--- config.mk ---
export PLATFORM = sky130hd
export DESIGN_NAME = execute_stage
export DESIGN_NICKNAME = d
export VERILOG_FILES = /design/src/logic/exec_pkg.sv /design/src/logic/execute_stage.sv /design/src/logic/count_lead_unit.sv /design/src/logic/mem_addr_gen.sv /design/src/logic/branch_unit.sv /design/src/logic/int_alu.sv /design/src/logic/op_decode.sv
export SDC_FILE = /design/constraint.sdc
export NUM_CORES = 1
export LEC_CHECK = 0
export ABC_AREA = 1
export BUFFER_PORTS_ARGS = -buffer_cell sky130_fd_sc_hd__buf_2
export CAP_MARGIN = 20
export CELL_PAD_IN_SITES_DETAIL_PLACEMENT = 1
export CELL_PAD_IN_SITES_GLOBAL_PLACEMENT = 1
export CORE_ASPECT_RATIO = 0.9
export CORE_MARGIN = 2
export CORE_UTILIZATION = 43
export CTS_CLUSTER_DIAMETER = 50
export DETAILED_ROUTE_END_ITERATION = 10
export PLACE_DENSITY_LB_ADDON = 0.1
export SKIP_LAST_GASP = 1
export SYNTH_ARGS = -nofsm -noshare
export SYNTH_HDL_FRONTEND = slang
export SYNTH_SLANG_ARGS = --single-unit
--- constraint.sdc ---
create_clock -name clk -period 12.2 [get_ports clk]
set_input_delay 2.44 -clock clk [delete_from_list [all_inputs] [get_ports clk]]
set_output_delay 2.44 -clock clk [all_outputs]
set_load 0.03 [all_outputs]
--- src/logic/exec_pkg.sv ---
package exec_pkg;

    localparam int XLEN = 32;
    localparam int REG_AW = 5;
    localparam logic [REG_AW-1:0] LINK_REG = 5'd31;

    // issued instruction, one value per supported opcode
    typedef enum logic [5:0] {
        OP_ADD, OP_ADDU, OP_SUB, OP_SUBU,
        OP_AND, OP_OR, OP_XOR, OP_NOR,
        OP_SLT, OP_SLTU,
        OP_SLL, OP_SRL, OP_SRA, OP_SLLV, OP_SRLV, OP_SRAV,
        OP_ADDI, OP_ADDIU, OP_SLTI, OP_SLTIU,
        OP_ANDI, OP_ORI, OP_XORI, OP_LUI,
        OP_BEQ, OP_BNE, OP_BLEZ, OP_BGTZ,
        OP_BLTZ, OP_BGEZ, OP_BLTZAL, OP_BGEZAL,
        OP_J, OP_JAL, OP_JR, OP_JALR,
        OP_MFHI, OP_MFLO, OP_MTHI, OP_MTLO,
        OP_CLZ, OP_CLO,
        OP_LB, OP_LBU, OP_LH, OP_LHU, OP_LW,
        OP_SB, OP_SH, OP_SW,
        OP_NOP,
        OP_RESERVED
    } exec_op_e;

    typedef enum logic [3:0] {
        ALU_ADD, ALU_SUB, ALU_AND, ALU_OR, ALU_XOR, ALU_NOR,
        ALU_SLT, ALU_SLTU, ALU_SLL, ALU_SRL, ALU_SRA
    } alu_op_e;

    typedef enum logic [4:0] {
        EXC_INT  = 5'd0,
        EXC_ADEL = 5'd4,
        EXC_ADES = 5'd5,
        EXC_RI   = 5'd10,
        EXC_OV   = 5'd12
    } exc_code_e;

    typedef enum logic [2:0] {
        SIZE_BYTE = 3'd0,
        SIZE_HALF = 3'd1,
        SIZE_WORD = 3'd2
    } mem_size_e;

    typedef struct packed {
        exec_op_e          op;
        logic [XLEN-1:0]   pc;
        logic [XLEN-1:0]   rs_val;
        logic [XLEN-1:0]   rt_val;
        logic [15:0]       imm;
        logic [4:0]        sa;
        logic [REG_AW-1:0] rt;
        logic [REG_AW-1:0] rd;
        logic [XLEN-1:0]   pc_b;
        logic [XLEN-1:0]   pc_j;
    } issue_t;

    typedef struct packed {
        alu_op_e alu_op;
        logic    a_is_sa;
        logic    b_is_imm;
        logic    imm_signed;
        logic    ovf_exc;
        logic    is_load;
        logic    is_store;
        logic    is_branch;
        logic    is_jump;
        logic    is_jr;
        logic    is_link;
        logic    is_count;
        logic    count_ones;
        logic    wb_en;
    } ctrl_t;

    typedef struct packed {
        logic            req;
        logic            wr;
        logic            cached;
        logic [3:0]      wstrb;
        logic [XLEN-1:0] addr;
        mem_size_e       size;
        logic [XLEN-1:0] wdata;
    } mem_req_t;

    typedef struct packed {
        logic [XLEN-1:0]   pc;
        exec_op_e          op;
        logic [REG_AW-1:0] waddr;
        logic [XLEN-1:0]   result;
        logic [XLEN-1:0]   eaddr;
        logic [XLEN-1:0]   rt_val;
    } stage_out_t;

    typedef struct packed {
        exc_code_e       code;
        logic [XLEN-1:0] epc;
        logic [XLEN-1:0] bvaddr;
    } commit_t;

endpackage
--- src/logic/execute_stage.sv ---
`timescale 1ns/100ps

module execute_stage (
    input  logic                      clk,
    input  logic                      resetn,
    input  logic                      valid_i,
    input  exec_pkg::issue_t          issue_i,
    input  logic                      ready_i,
    input  logic                      int_i,
    input  logic                      data_addr_ok_i,
    output logic                      done_o,
    output logic                      valid_o,
    output exec_pkg::stage_out_t      out_o,
    output exec_pkg::mem_req_t        mem_o,
    output logic                      branch_o,
    output logic [exec_pkg::XLEN-1:0] target_pc_o,
    output logic                      commit_o,
    output exec_pkg::commit_t         commit_info_o
);
    import exec_pkg::*;

    ctrl_t             ctrl;
    logic [REG_AW-1:0] waddr;
    logic              reserved;
    logic [XLEN-1:0]   imm_ext, alu_a, alu_b, alu_res;
    logic [XLEN-1:0]   eaddr, result;
    logic              alu_ovf, taken, adel, ades;
    mem_req_t          mem_fields;
    logic              cnt_done;
    logic [5:0]        cnt_value;
    logic [XLEN-1:0]   hi_q, lo_q;
    logic              done_q, exc_q;
    logic              valid, mem_op, ovf, exc_now, exc_any, work_done;
    exc_code_e         exc_code;

    // instruction already finished while stalled
    assign valid  = valid_i && !done_q;
    assign mem_op = ctrl.is_load || ctrl.is_store;

    op_decode i_decode (
        .op_i       (issue_i.op),
        .rt_i       (issue_i.rt),
        .rd_i       (issue_i.rd),
        .ctrl_o     (ctrl),
        .waddr_o    (waddr),
        .reserved_o (reserved)
    );

    assign imm_ext = ctrl.imm_signed ? {{(XLEN-16){issue_i.imm[15]}}, issue_i.imm}
                                     : {{(XLEN-16){1'b0}}, issue_i.imm};
    assign alu_a = ctrl.a_is_sa ? {{(XLEN-5){1'b0}}, issue_i.sa} : issue_i.rs_val;
    assign alu_b = ctrl.b_is_imm ? imm_ext : issue_i.rt_val;

    int_alu i_alu (
        .alu_op_i   (ctrl.alu_op),
        .a_i        (alu_a),
        .b_i        (alu_b),
        .result_o   (alu_res),
        .overflow_o (alu_ovf)
    );

    branch_unit i_branch (
        .ctrl_i   (ctrl),
        .op_i     (issue_i.op),
        .rs_val_i (issue_i.rs_val),
        .rt_val_i (issue_i.rt_val),
        .pc_b_i   (issue_i.pc_b),
        .pc_j_i   (issue_i.pc_j),
        .taken_o  (taken),
        .target_o (target_pc_o)
    );

    mem_addr_gen i_mem_addr (
        .ctrl_i       (ctrl),
        .op_i         (issue_i.op),
        .rs_val_i     (issue_i.rs_val),
        .rt_val_i     (issue_i.rt_val),
        .imm_i        (issue_i.imm),
        .eaddr_o      (eaddr),
        .adel_o       (adel),
        .ades_o       (ades),
        .req_fields_o (mem_fields)
    );

    count_lead_unit i_count (
        .clk     (clk),
        .resetn  (resetn),
        .start_i (valid && ctrl.is_count && !exc_now),
        .ones_i  (ctrl.count_ones),
        .data_i  (issue_i.rs_val),
        .clear_i (ready_i && done_o),
        .done_o  (cnt_done),
        .count_o (cnt_value)
    );

    // exception ranking INT, RI, OV, then address errors
    assign ovf     = ctrl.ovf_exc && alu_ovf;
    assign exc_now = int_i || reserved || ovf || adel || ades;

    always_comb begin
        if (int_i) exc_code = EXC_INT;
        else if (reserved) exc_code = EXC_RI;
        else if (ovf) exc_code = EXC_OV;
        else if (adel) exc_code = EXC_ADEL;
        else exc_code = EXC_ADES;
    end

    assign commit_o      = valid && exc_now;
    assign commit_info_o = '{code: exc_code, epc: issue_i.pc, bvaddr: eaddr};
    assign branch_o      = valid && taken && !exc_now;

    always_comb begin
        mem_o = mem_fields;
        mem_o.req = valid && mem_op && !exc_now;
    end

    assign work_done = exc_now || (mem_op ? data_addr_ok_i : (ctrl.is_count ? cnt_done : 1'b1));
    assign done_o    = valid_i && (done_q || work_done);
    assign exc_any   = done_q ? exc_q : exc_now;

    always_ff @(posedge clk) begin
        if (!resetn) begin
            done_q <= 1'b0;
        end else if (ready_i) begin
            done_q <= 1'b0;
        end else if (valid && done_o) begin
            done_q <= 1'b1;
        end
    end

    always_ff @(posedge clk) begin
        if (valid && done_o) begin
            exc_q <= exc_now;
        end
    end

    // mthi/mtlo take effect once, only without exception
    always_ff @(posedge clk) begin
        if (valid && !exc_now && issue_i.op == OP_MTHI) begin
            hi_q <= issue_i.rs_val;
        end
        if (valid && !exc_now && issue_i.op == OP_MTLO) begin
            lo_q <= issue_i.rs_val;
        end
    end

    always_comb begin
        result = alu_res;
        if (ctrl.is_link) result = issue_i.pc + 32'd8;
        else if (ctrl.is_count) result = {{(XLEN-6){1'b0}}, cnt_value};
        else if (issue_i.op == OP_LUI) result = {issue_i.imm, 16'h0000};
        else if (issue_i.op == OP_MFHI) result = hi_q;
        else if (issue_i.op == OP_MFLO) result = lo_q;
    end

    always_ff @(posedge clk) begin
        if (!resetn) begin
            valid_o <= 1'b0;
        end else if (ready_i) begin
            valid_o <= valid_i && done_o && !exc_any;
        end
    end

    always_ff @(posedge clk) begin
        if (ready_i) begin
            out_o.pc     <= issue_i.pc;
            out_o.op     <= issue_i.op;
            out_o.waddr  <= ctrl.wb_en ? waddr : '0;
            out_o.result <= result;
            out_o.eaddr  <= eaddr;
            out_o.rt_val <= issue_i.rt_val;
        end
    end

endmodule

--- src/logic/count_lead_unit.sv ---
`timescale 1ns/100ps

module count_lead_unit (
    input  logic                      clk,
    input  logic                      resetn,
    input  logic                      start_i,
    input  logic                      ones_i,
    input  logic [exec_pkg::XLEN-1:0] data_i,
    input  logic                      clear_i,
    output logic                      done_o,
    output logic [5:0]                count_o
);
    import exec_pkg::*;

    logic            busy_q;
    logic [XLEN-1:0] shift_q;

    always_ff @(posedge clk) begin
        if (!resetn) begin
            busy_q <= 1'b0;
        end else if (clear_i) begin
            busy_q <= 1'b0;
        end else if (start_i) begin
            busy_q <= 1'b1;
        end
    end

    // clz counts leading ones of the inverted operand
    always_ff @(posedge clk) begin
        if (start_i && !busy_q) begin
            shift_q <= ones_i ? data_i : ~data_i;
            count_o <= '0;
        end else if (busy_q && shift_q[XLEN-1] && !count_o[5]) begin
            shift_q <= shift_q << 1;
            count_o <= count_o + 6'd1;
        end
    end

    // held until the stage advances
    assign done_o = busy_q && (!shift_q[XLEN-1] || count_o[5]);

endmodule

--- src/logic/mem_addr_gen.sv ---
`timescale 1ns/100ps

module mem_addr_gen (
    input  exec_pkg::ctrl_t           ctrl_i,
    input  exec_pkg::exec_op_e        op_i,
    input  logic [exec_pkg::XLEN-1:0] rs_val_i,
    input  logic [exec_pkg::XLEN-1:0] rt_val_i,
    input  logic [15:0]               imm_i,
    output logic [exec_pkg::XLEN-1:0] eaddr_o,
    output logic                      adel_o,
    output logic                      ades_o,
    output exec_pkg::mem_req_t        req_fields_o
);
    import exec_pkg::*;

    logic [XLEN-1:0] aligned;
    logic [1:0]      offset;
    mem_size_e       size;
    logic            misaligned;
    logic            kseg01;

    assign eaddr_o = rs_val_i + {{(XLEN-16){imm_i[15]}}, imm_i};
    assign offset  = eaddr_o[1:0];
    assign aligned = {eaddr_o[XLEN-1:2], 2'b00};

    always_comb begin
        case (op_i)
            OP_LB, OP_LBU, OP_SB: size = SIZE_BYTE;
            OP_LH, OP_LHU, OP_SH: size = SIZE_HALF;
            default:              size = SIZE_WORD;
        endcase
    end

    assign misaligned = (size == SIZE_HALF && offset[0])
                     || (size == SIZE_WORD && offset != 2'b00);
    assign adel_o = ctrl_i.is_load && misaligned;
    assign ades_o = ctrl_i.is_store && misaligned;

    // kseg0/kseg1 fold onto the low 512M
    assign kseg01 = aligned[XLEN-1:XLEN-2] == 2'b10;

    always_comb begin
        req_fields_o        = '0;
        req_fields_o.wr     = ctrl_i.is_store;
        req_fields_o.cached = aligned[XLEN-1:XLEN-3] == 3'b100;
        req_fields_o.addr   = kseg01 ? {3'b000, aligned[XLEN-4:0]} : aligned;
        req_fields_o.size   = size;
        case (size)
            SIZE_BYTE: begin
                req_fields_o.wstrb = 4'b0001 << offset;
                req_fields_o.wdata = {4{rt_val_i[7:0]}};
            end
            SIZE_HALF: begin
                req_fields_o.wstrb = 4'b0011 << offset;
                req_fields_o.wdata = {2{rt_val_i[15:0]}};
            end
            default: begin
                req_fields_o.wstrb = 4'b1111;
                req_fields_o.wdata = rt_val_i;
            end
        endcase
        // loads never write
        if (!ctrl_i.is_store) begin
            req_fields_o.wstrb = 4'b0000;
        end
    end

endmodule

--- src/logic/branch_unit.sv ---
`timescale 1ns/100ps

module branch_unit (
    input  exec_pkg::ctrl_t           ctrl_i,
    input  exec_pkg::exec_op_e        op_i,
    input  logic [exec_pkg::XLEN-1:0] rs_val_i,
    input  logic [exec_pkg::XLEN-1:0] rt_val_i,
    input  logic [exec_pkg::XLEN-1:0] pc_b_i,
    input  logic [exec_pkg::XLEN-1:0] pc_j_i,
    output logic                      taken_o,
    output logic [exec_pkg::XLEN-1:0] target_o
);
    import exec_pkg::*;

    logic eq, ltz, lez, cond;

    assign eq  = rs_val_i == rt_val_i;
    assign ltz = rs_val_i[XLEN-1];
    assign lez = ltz || (rs_val_i == '0);

    always_comb begin
        case (op_i)
            OP_BEQ:                cond = eq;
            OP_BNE:                cond = !eq;
            OP_BLEZ:               cond = lez;
            OP_BGTZ:               cond = !lez;
            OP_BLTZ, OP_BLTZAL:    cond = ltz;
            OP_BGEZ, OP_BGEZAL:    cond = !ltz;
            default:               cond = 1'b0;
        endcase
    end

    assign taken_o  = ctrl_i.is_jump || (ctrl_i.is_branch && cond);
    assign target_o = ctrl_i.is_jr ? rs_val_i : (ctrl_i.is_jump ? pc_j_i : pc_b_i);

endmodule

--- src/logic/int_alu.sv ---
`timescale 1ns/100ps

module int_alu (
    input  exec_pkg::alu_op_e         alu_op_i,
    input  logic [exec_pkg::XLEN-1:0] a_i,
    input  logic [exec_pkg::XLEN-1:0] b_i,
    output logic [exec_pkg::XLEN-1:0] result_o,
    output logic                      overflow_o
);
    import exec_pkg::*;

    logic            sub;
    logic [XLEN-1:0] b_eff;
    logic [XLEN:0]   sum;
    logic            lt_signed;
    logic            lt_unsigned;
    logic [4:0]      shamt;

    // one adder serves add, sub and both compares
    assign sub   = alu_op_i inside {ALU_SUB, ALU_SLT, ALU_SLTU};
    assign b_eff = sub ? ~b_i : b_i;
    assign sum   = {1'b0, a_i} + {1'b0, b_eff} + {{XLEN{1'b0}}, sub};

    assign lt_unsigned = !sum[XLEN];
    assign lt_signed   = (a_i[XLEN-1] != b_i[XLEN-1]) ? a_i[XLEN-1] : sum[XLEN-1];

    // shift amount from a, value from b
    assign shamt = a_i[4:0];

    // same operand signs but the sum sign flips
    assign overflow_o = (alu_op_i inside {ALU_ADD, ALU_SUB})
                     && (a_i[XLEN-1] == b_eff[XLEN-1])
                     && (sum[XLEN-1] != a_i[XLEN-1]);

    always_comb begin
        case (alu_op_i)
            ALU_AND:  result_o = a_i & b_i;
            ALU_OR:   result_o = a_i | b_i;
            ALU_XOR:  result_o = a_i ^ b_i;
            ALU_NOR:  result_o = ~(a_i | b_i);
            ALU_SLT:  result_o = {{(XLEN-1){1'b0}}, lt_signed};
            ALU_SLTU: result_o = {{(XLEN-1){1'b0}}, lt_unsigned};
            ALU_SLL:  result_o = b_i << shamt;
            ALU_SRL:  result_o = b_i >> shamt;
            ALU_SRA:  result_o = $signed(b_i) >>> shamt;
            default:  result_o = sum[XLEN-1:0];
        endcase
    end

endmodule

--- src/logic/op_decode.sv ---
`timescale 1ns/100ps

module op_decode (
    input  exec_pkg::exec_op_e          op_i,
    input  logic [exec_pkg::REG_AW-1:0] rt_i,
    input  logic [exec_pkg::REG_AW-1:0] rd_i,
    output exec_pkg::ctrl_t             ctrl_o,
    output logic [exec_pkg::REG_AW-1:0] waddr_o,
    output logic                        reserved_o
);
    import exec_pkg::*;

    always_comb begin
        ctrl_o = '0;
        waddr_o = '0;

        case (op_i)
            OP_SUB, OP_SUBU:           ctrl_o.alu_op = ALU_SUB;
            OP_AND, OP_ANDI:           ctrl_o.alu_op = ALU_AND;
            OP_OR, OP_ORI:             ctrl_o.alu_op = ALU_OR;
            OP_XOR, OP_XORI:           ctrl_o.alu_op = ALU_XOR;
            OP_NOR:                    ctrl_o.alu_op = ALU_NOR;
            OP_SLT, OP_SLTI:           ctrl_o.alu_op = ALU_SLT;
            OP_SLTU, OP_SLTIU:         ctrl_o.alu_op = ALU_SLTU;
            OP_SLL, OP_SLLV:           ctrl_o.alu_op = ALU_SLL;
            OP_SRL, OP_SRLV:           ctrl_o.alu_op = ALU_SRL;
            OP_SRA, OP_SRAV:           ctrl_o.alu_op = ALU_SRA;
            default:                   ctrl_o.alu_op = ALU_ADD;
        endcase

        // operand selection
        ctrl_o.a_is_sa    = op_i inside {OP_SLL, OP_SRL, OP_SRA};
        ctrl_o.b_is_imm   = op_i inside {OP_ADDI, OP_ADDIU, OP_SLTI, OP_SLTIU,
                                         OP_ANDI, OP_ORI, OP_XORI};
        ctrl_o.imm_signed = !(op_i inside {OP_ANDI, OP_ORI, OP_XORI});
        ctrl_o.ovf_exc    = op_i inside {OP_ADD, OP_SUB, OP_ADDI};

        // instruction class
        ctrl_o.is_load    = op_i inside {OP_LB, OP_LBU, OP_LH, OP_LHU, OP_LW};
        ctrl_o.is_store   = op_i inside {OP_SB, OP_SH, OP_SW};
        ctrl_o.is_branch  = op_i inside {OP_BEQ, OP_BNE, OP_BLEZ, OP_BGTZ,
                                         OP_BLTZ, OP_BGEZ, OP_BLTZAL, OP_BGEZAL};
        ctrl_o.is_jump    = op_i inside {OP_J, OP_JAL, OP_JR, OP_JALR};
        ctrl_o.is_jr      = op_i inside {OP_JR, OP_JALR};
        ctrl_o.is_link    = op_i inside {OP_BLTZAL, OP_BGEZAL, OP_JAL, OP_JALR};
        ctrl_o.is_count   = op_i inside {OP_CLZ, OP_CLO};
        ctrl_o.count_ones = op_i == OP_CLO;

        // destination register
        case (op_i)
            OP_ADD, OP_ADDU, OP_SUB, OP_SUBU, OP_AND, OP_OR, OP_XOR, OP_NOR,
            OP_SLT, OP_SLTU, OP_SLL, OP_SRL, OP_SRA, OP_SLLV, OP_SRLV, OP_SRAV,
            OP_MFHI, OP_MFLO, OP_CLZ, OP_CLO, OP_JALR: begin
                waddr_o = rd_i;
                ctrl_o.wb_en = 1'b1;
            end
            OP_ADDI, OP_ADDIU, OP_SLTI, OP_SLTIU, OP_ANDI, OP_ORI, OP_XORI, OP_LUI,
            OP_LB, OP_LBU, OP_LH, OP_LHU, OP_LW: begin
                waddr_o = rt_i;
                ctrl_o.wb_en = 1'b1;
            end
            OP_BLTZAL, OP_BGEZAL, OP_JAL: begin
                waddr_o = LINK_REG;
                ctrl_o.wb_en = 1'b1;
            end
            default: begin
                waddr_o = '0;
                ctrl_o.wb_en = 1'b0;
            end
        endcase
    end

    // unused encodings above the table count as reserved too
    assign reserved_o = op_i >= OP_RESERVED;

endmodule

Word-level counts from Yosys, hierarchy flattened
Memory sizes are Yosys's and may differ from the RTL's. Index checks and enable logic that the tools add are counted.

Memories: 1. Register bits after elaboration: 245. Output and inout port bits: 318. ROM bits: 128.

Equal/unequal tests: 67. $add $sub $neg: 5. Shifts and indexed selects: 5. Reductions and logical operators: 78. Muxes and demuxes: 32. Order comparisons: 1. Bitwise logic cells: 7.

Memories: (no name shown) (depth 32, bits a word 4, read ports 1, clocked after memory_dff 0, wr ports 0, RTL line op_decode.sv:17) `case (op_i)`.

Operators with widths (number): $mux 32 (15); $pmux 32 s9 (1); $eq 6x6->1 const B (18); $eq 6x5->1 const B (16); $not 32->32 (3); $pmux 32 s2 (1); $eq 6x4->1 const B (8); $reduce_or 37->1 (1); $add 32x32->33 (1); $add 33x1->33 (1); $add 32x32->32 (1); $add 32x4->32 const B (1); $and 32x32->32 (1); $eq 32x32->1 (1); $logic_not 32->1 (1); $or 32x32->32 (1); $shl 32x5->32 (1); $shr 32x5->32 (1); $sshr 32x5->32 (1); $xor 32x32->32 (1); $logic_and 1x1->1 (28); $eq 6x3->1 const B (4); $reduce_or 21->1 (1); $mux 4 (5); 35 further kinds (82).

Longest topological paths before layout
Depth in word-level cells: 19. Depth in mapped cells: 33.

Modules after synthesis
Synthesis repeated with hierarchy kept, for this count alone.

Cells, all modules: 3507. Area total of the unflattened synthesis: 24224.5 um^2.

Modules (own cells, without submodules): execute_stage (seq. area each 6165.9 um^2, cells each 960, instances 1, area each 9694.3 um^2); int_alu (seq. area each 0.0 um^2, cells each 1430, instances 1, area each 7744.9 um^2); mem_addr_gen (seq. area each 0.0 um^2, cells each 538, instances 1, area each 2894.0 um^2); count_lead_unit (seq. area each 1101.1 um^2, cells each 186, instances 1, area each 1949.4 um^2); branch_unit (seq. area each 0.0 um^2, cells each 272, instances 1, area each 1291.2 um^2); op_decode (seq. area each 0.0 um^2, cells each 121, instances 1, area each 650.6 um^2).

Worst setup path before layout
OpenSTA, ideal clock, no wires.

Kind: input to output. Start point: input issue_i[191] (netlist bit). End point: output done_o. Path buffers: 1. Arrival: 6.013 ns. Stages on the path: 26. Slack: 3.747 ns. Cell sequence: inv_1 -> ha_1 -> inv_1 -> nand2_1 -> nand4_1 -> nand2_1 -> inv_1 -> nor2_4 -> nand2_1 -> nand2_1 -> buf_1 -> xnor2_1 -> ha_1 -> a21oi_1 -> nor2_1 -> nor2_1 -> inv_1 -> a21oi_1 -> inv_1 -> a31oi_1 -> nand2_1 -> nand2_1 -> nand3_2 -> nand4_1 -> nor2_1 -> nor2_1.

Longest elaborated chain between the ends: 17. Elaborated cells between the ends (all ways): 70.

Ends and longest elaborated chain: start, declared (RTL line execute_stage.sv:7) `input exec_pkg::issue_t issue_i,`; parallel branches: the longest is 14 deep, another holds $add 32x32->33; $logic_or 1x1->1 (*) (RTL line execute_stage.sv:117) `assign work_done = exc_now || (mem_op ? data_addr_ok_i : (ctrl.is_count ? cnt_done : 1'b1));`; $logic_or 1x1->1 (*) (RTL line execute_stage.sv:118) `assign done_o = valid_i && (done_q || work_done);`; $logic_and 1x1->1 (*) (RTL line execute_stage.sv:118); end, declared (RTL line execute_stage.sv:11) `output logic done_o,`.

Mark *: on every way between the ends.

Worst setup path after layout
Start point: input issue_i[192] (netlist bit). End point: output done_o.

The elaborated chain is that of the path after synthesis.

==> results_dict.tcl <==
set metrics [dict create \
    status "completed" \
    grt_use_met2_pct 69.9 \
    via_per_inst 6.16 \
    tns_ps 0 \
    synth_edf_count 236 \
    worstRegToRegCells 7 \
    initial_utilization_pct 43.3 \
    dieArea_sq_mm 0.0536 \
    antenna_found_initial 10 \
    gp_congestion 1.04 \
    start_kind "primary input" \
    grt_max_degree 96 \
    fin_skew_ps 25.0 \
    synth_cells 3112 \
    powerDensity_mw_per_mm2 133 \
    dp.final_hpwl_um 96400 \
    synth_common_cells "nand2_1 (780), inv_1 (310), nor2_1 (289)" \
    ys_types 62 \
    busiest_layer "met2" \
    cts_setup_buffers 0 \
    peakVddDrop_mv 0.137 \
    die_x_um 244 \
    grt_overflow 0 \
    setup_viol 0 \
    cts_resized 0 \
    layout-drive-gt1-share_pct 18.3 \
    synth_top_area_share_pct 31.8 \
    cp_max_fo 17 \
    synth_seq_cells 245 \
    groute.layer.met1.usage_pct 54.3 \
    worstSkewPairLatency_ps 610 \
    fin_crit_ps 9880 \
    drt_pass1_iterations 6 \
    ios 521 \
    fin_area_sq_mm 0.0260 \
    worst_slack_ps 2320 \
    drt_wl_total_um 122000 \
    numCtsBuffers 31 \
    finalHoldViolCount 0 \
    drt-initial-drc-count 3206 \
    worst_pin_slew_ps 1130 \
    whs_path_depth 2 \
    period_share_pct 81.0 \
    maxSlewViolCount 0 \
    hold_start "valid_o$_SDFFE_PN0P_" \
    drc 0 \
    core_sq_mm 0.0514 \
    grt_pass1_wl_um 174000 \
    cts_tree "built" \
    syn_to_final_growth_pct 16.6 \
    maxCapViolations 0 \
    critPathRequiredTime_ps 9760 \
    yosys.area.top_type "edfxtp_1" \
    cts_max_path_buffers 3 \
    num_vias 26000 \
    ys.flop_type "edfxtp_1" \
    cts_root_buffer "clkbuf_16" \
    timing.rr.start "done_q$_SDFFE_PP0P_" \
    clkSinkCount 245 \
    ff2ff_setup_slack_ps 8860 \
    synthesis.area_sq_mm 0.0223 \
    htree_levels 1 \
    r2r-end "i_count.shift_q[12]$_DFFE_PP_" \
    met3_usage_pct 10.9 \
    clock.fmax_mhz 101 \
    die_y_um 220 \
    rsz0062_at_grt "false" \
    rows 79 \
    avgSynthCellArea_sq_um 7.15 \
    yosys_warnings 0 \
    yosysMostFrequentCell "nand2_1" \
    placed_cell_area_sq_mm 0.0250 \
    postRouteAntennaNets 0 \
    path_clk_slew_ps 60 \
    gr-usage-all-layers_pct 43.8 \
    cp-end-kind "primary output" \
    fin_nets 3844 \
    relSlewSlack_pct 24.6 \
    hold_path_class "reg2reg" \
    holdBufCountCts 0 \
    synth_area_leaders "edfxtp_1 (32%), nand2_1 (13%), ha_1 (7.8%), o21ai_0 (5.4%), inv_1 (5.2%)" \
    portBuffers 516 \
    yosysSeqAreaShare_pct 32.6 \
    wl_per_cell_um 28.9 \
    worstPathArrival_ps 7440 \
    p_leak_nw 12.3 \
    fillers 6768 \
    place_ws_ps 2410 \
    hold_end "valid_o$_SDFFE_PN0P_" \
    async_reset_ff_share_pct 0 \
    grt_pass1_vias 26000 \
    criticalPathCategory "in2out" \
]
==> state kept, by name, summed over array words and instances (netlist names) <==
name and flops:
out_o 139, hi_q 32, i_count.shift_q 32, lo_q 32, i_count.count_o 6, done_q 1
exc_q 1, i_count.busy_q 1, valid_o 1
==> per-stage QoR <==
| step | power, mW | hold slack, ps | util, % | cells |
|---|---|---|---|---|
| after floorplan | 1.97 | 481 | - | 3115 |
| after global placement | 2.47 | 451 | 48.6 | 4154 |
| after detailed placement | 2.50 | 458 | 48.6 | 4154 |
| after CTS | 3.40 | 471 | 50.5 | 4208 |
| after global routing | 3.56 | 493 | 50.5 | 4209 |
| final | 3.45 | 475 | 50.5 | 4210 |
==> layout by cell type, fill, tap and decap left out, types with 16 or more instances in the layout <==
cell type  count
o21ai_1       43
a211oi_1      22
buf_4         34
a221oi_1      16
nand2_1      780
nor3_1        24
nor2_1       286
o211ai_1      39
nand3_1      178
clkbuf_16     31
o22ai_1       56
o21ai_0      242
xnor2_1       51
edfxtp_1     236
a31oi_1       17
a21oi_1      201
nor4_1        18
inv_1        309
xor2_1        91
buf_2        515
ha_1         139
nand4_1       32
==> power breakdown <==
group | switching (mW) | internal [mW] | leakage, nW
clock | 0.400 | 0.510 | 0.480
combinational | 1.12 | 0.381 | 9.47
sequential | 0.0298 | 1.01 | 2.31
total | 1.55 | 1.90 | 12.3
==> cell families after synthesis <==
kind of cell,after synthesis,synth area share (%)
DFF,245,32.6
AOI/OAI and AO/OA,698,17.9
adders and majority gates,141,7.99
and+or+nand+nor,1359,25.3
muxes,4,0.180
other,1,0.0168
buffers and inverters,522,10.3
xor gates and xnor gates,142,5.59
==> how the worst max path moves through the flow <==
stage                       from  endpoint  slack (ps)  cells after the start
floorplan           issue_i[191]    done_o        3750                     26
global placement    issue_i[191]    done_o        2570                     26
detailed placement  issue_i[192]    done_o        2410                     24
CTS                 issue_i[192]    done_o        2390                     24
global route        issue_i[192]    done_o        1930                     24
finish              issue_i[192]    done_o        2320                     25
==> per-layer routing <==
metal / up-vias / routed length (um)
li1: 11300 / -
met1: 12700 / 45400
met2: 1614 / 55100
met3: 374 / 13300
met4: 14 / 7940
met5: - / 98
==> cell type report <==
cell class	instances	area [sq um]	area share (%)
Antenna cell	1	2.50	0.00964
Sequential cell	245	7270	28.0
Multi-Input combinational cell	2348	12800	49.2
Tap cell	688	861	3.32
Inverter	323	1210	4.68
Timing Repair Buffer	551	2860	11.0
Clock buffer	32	779	3.00
Clock inverter	22	200	0.771
==> critical path: stages <==
cell and delay [ps]:
buf_2 130, inv_1 200, ha_1 290, o21ai_0 190
nand2_1 70, nand2_1 70, nand2_1 110, inv_1 160
nand2_1 120, nand2_1 720, buf_4 460, xnor2_1 130
ha_1 400, a21oi_1 260, o21ai_0 190, a21oi_1 170
inv_1 70, a31oi_1 210, nand2_1 130, nand2_1 90
nand3_2 190, nand4_1 170, nor2_1 50, nor2_1 170
buf_2 240
Note: power is estimated with default switching activity, not from simulation.
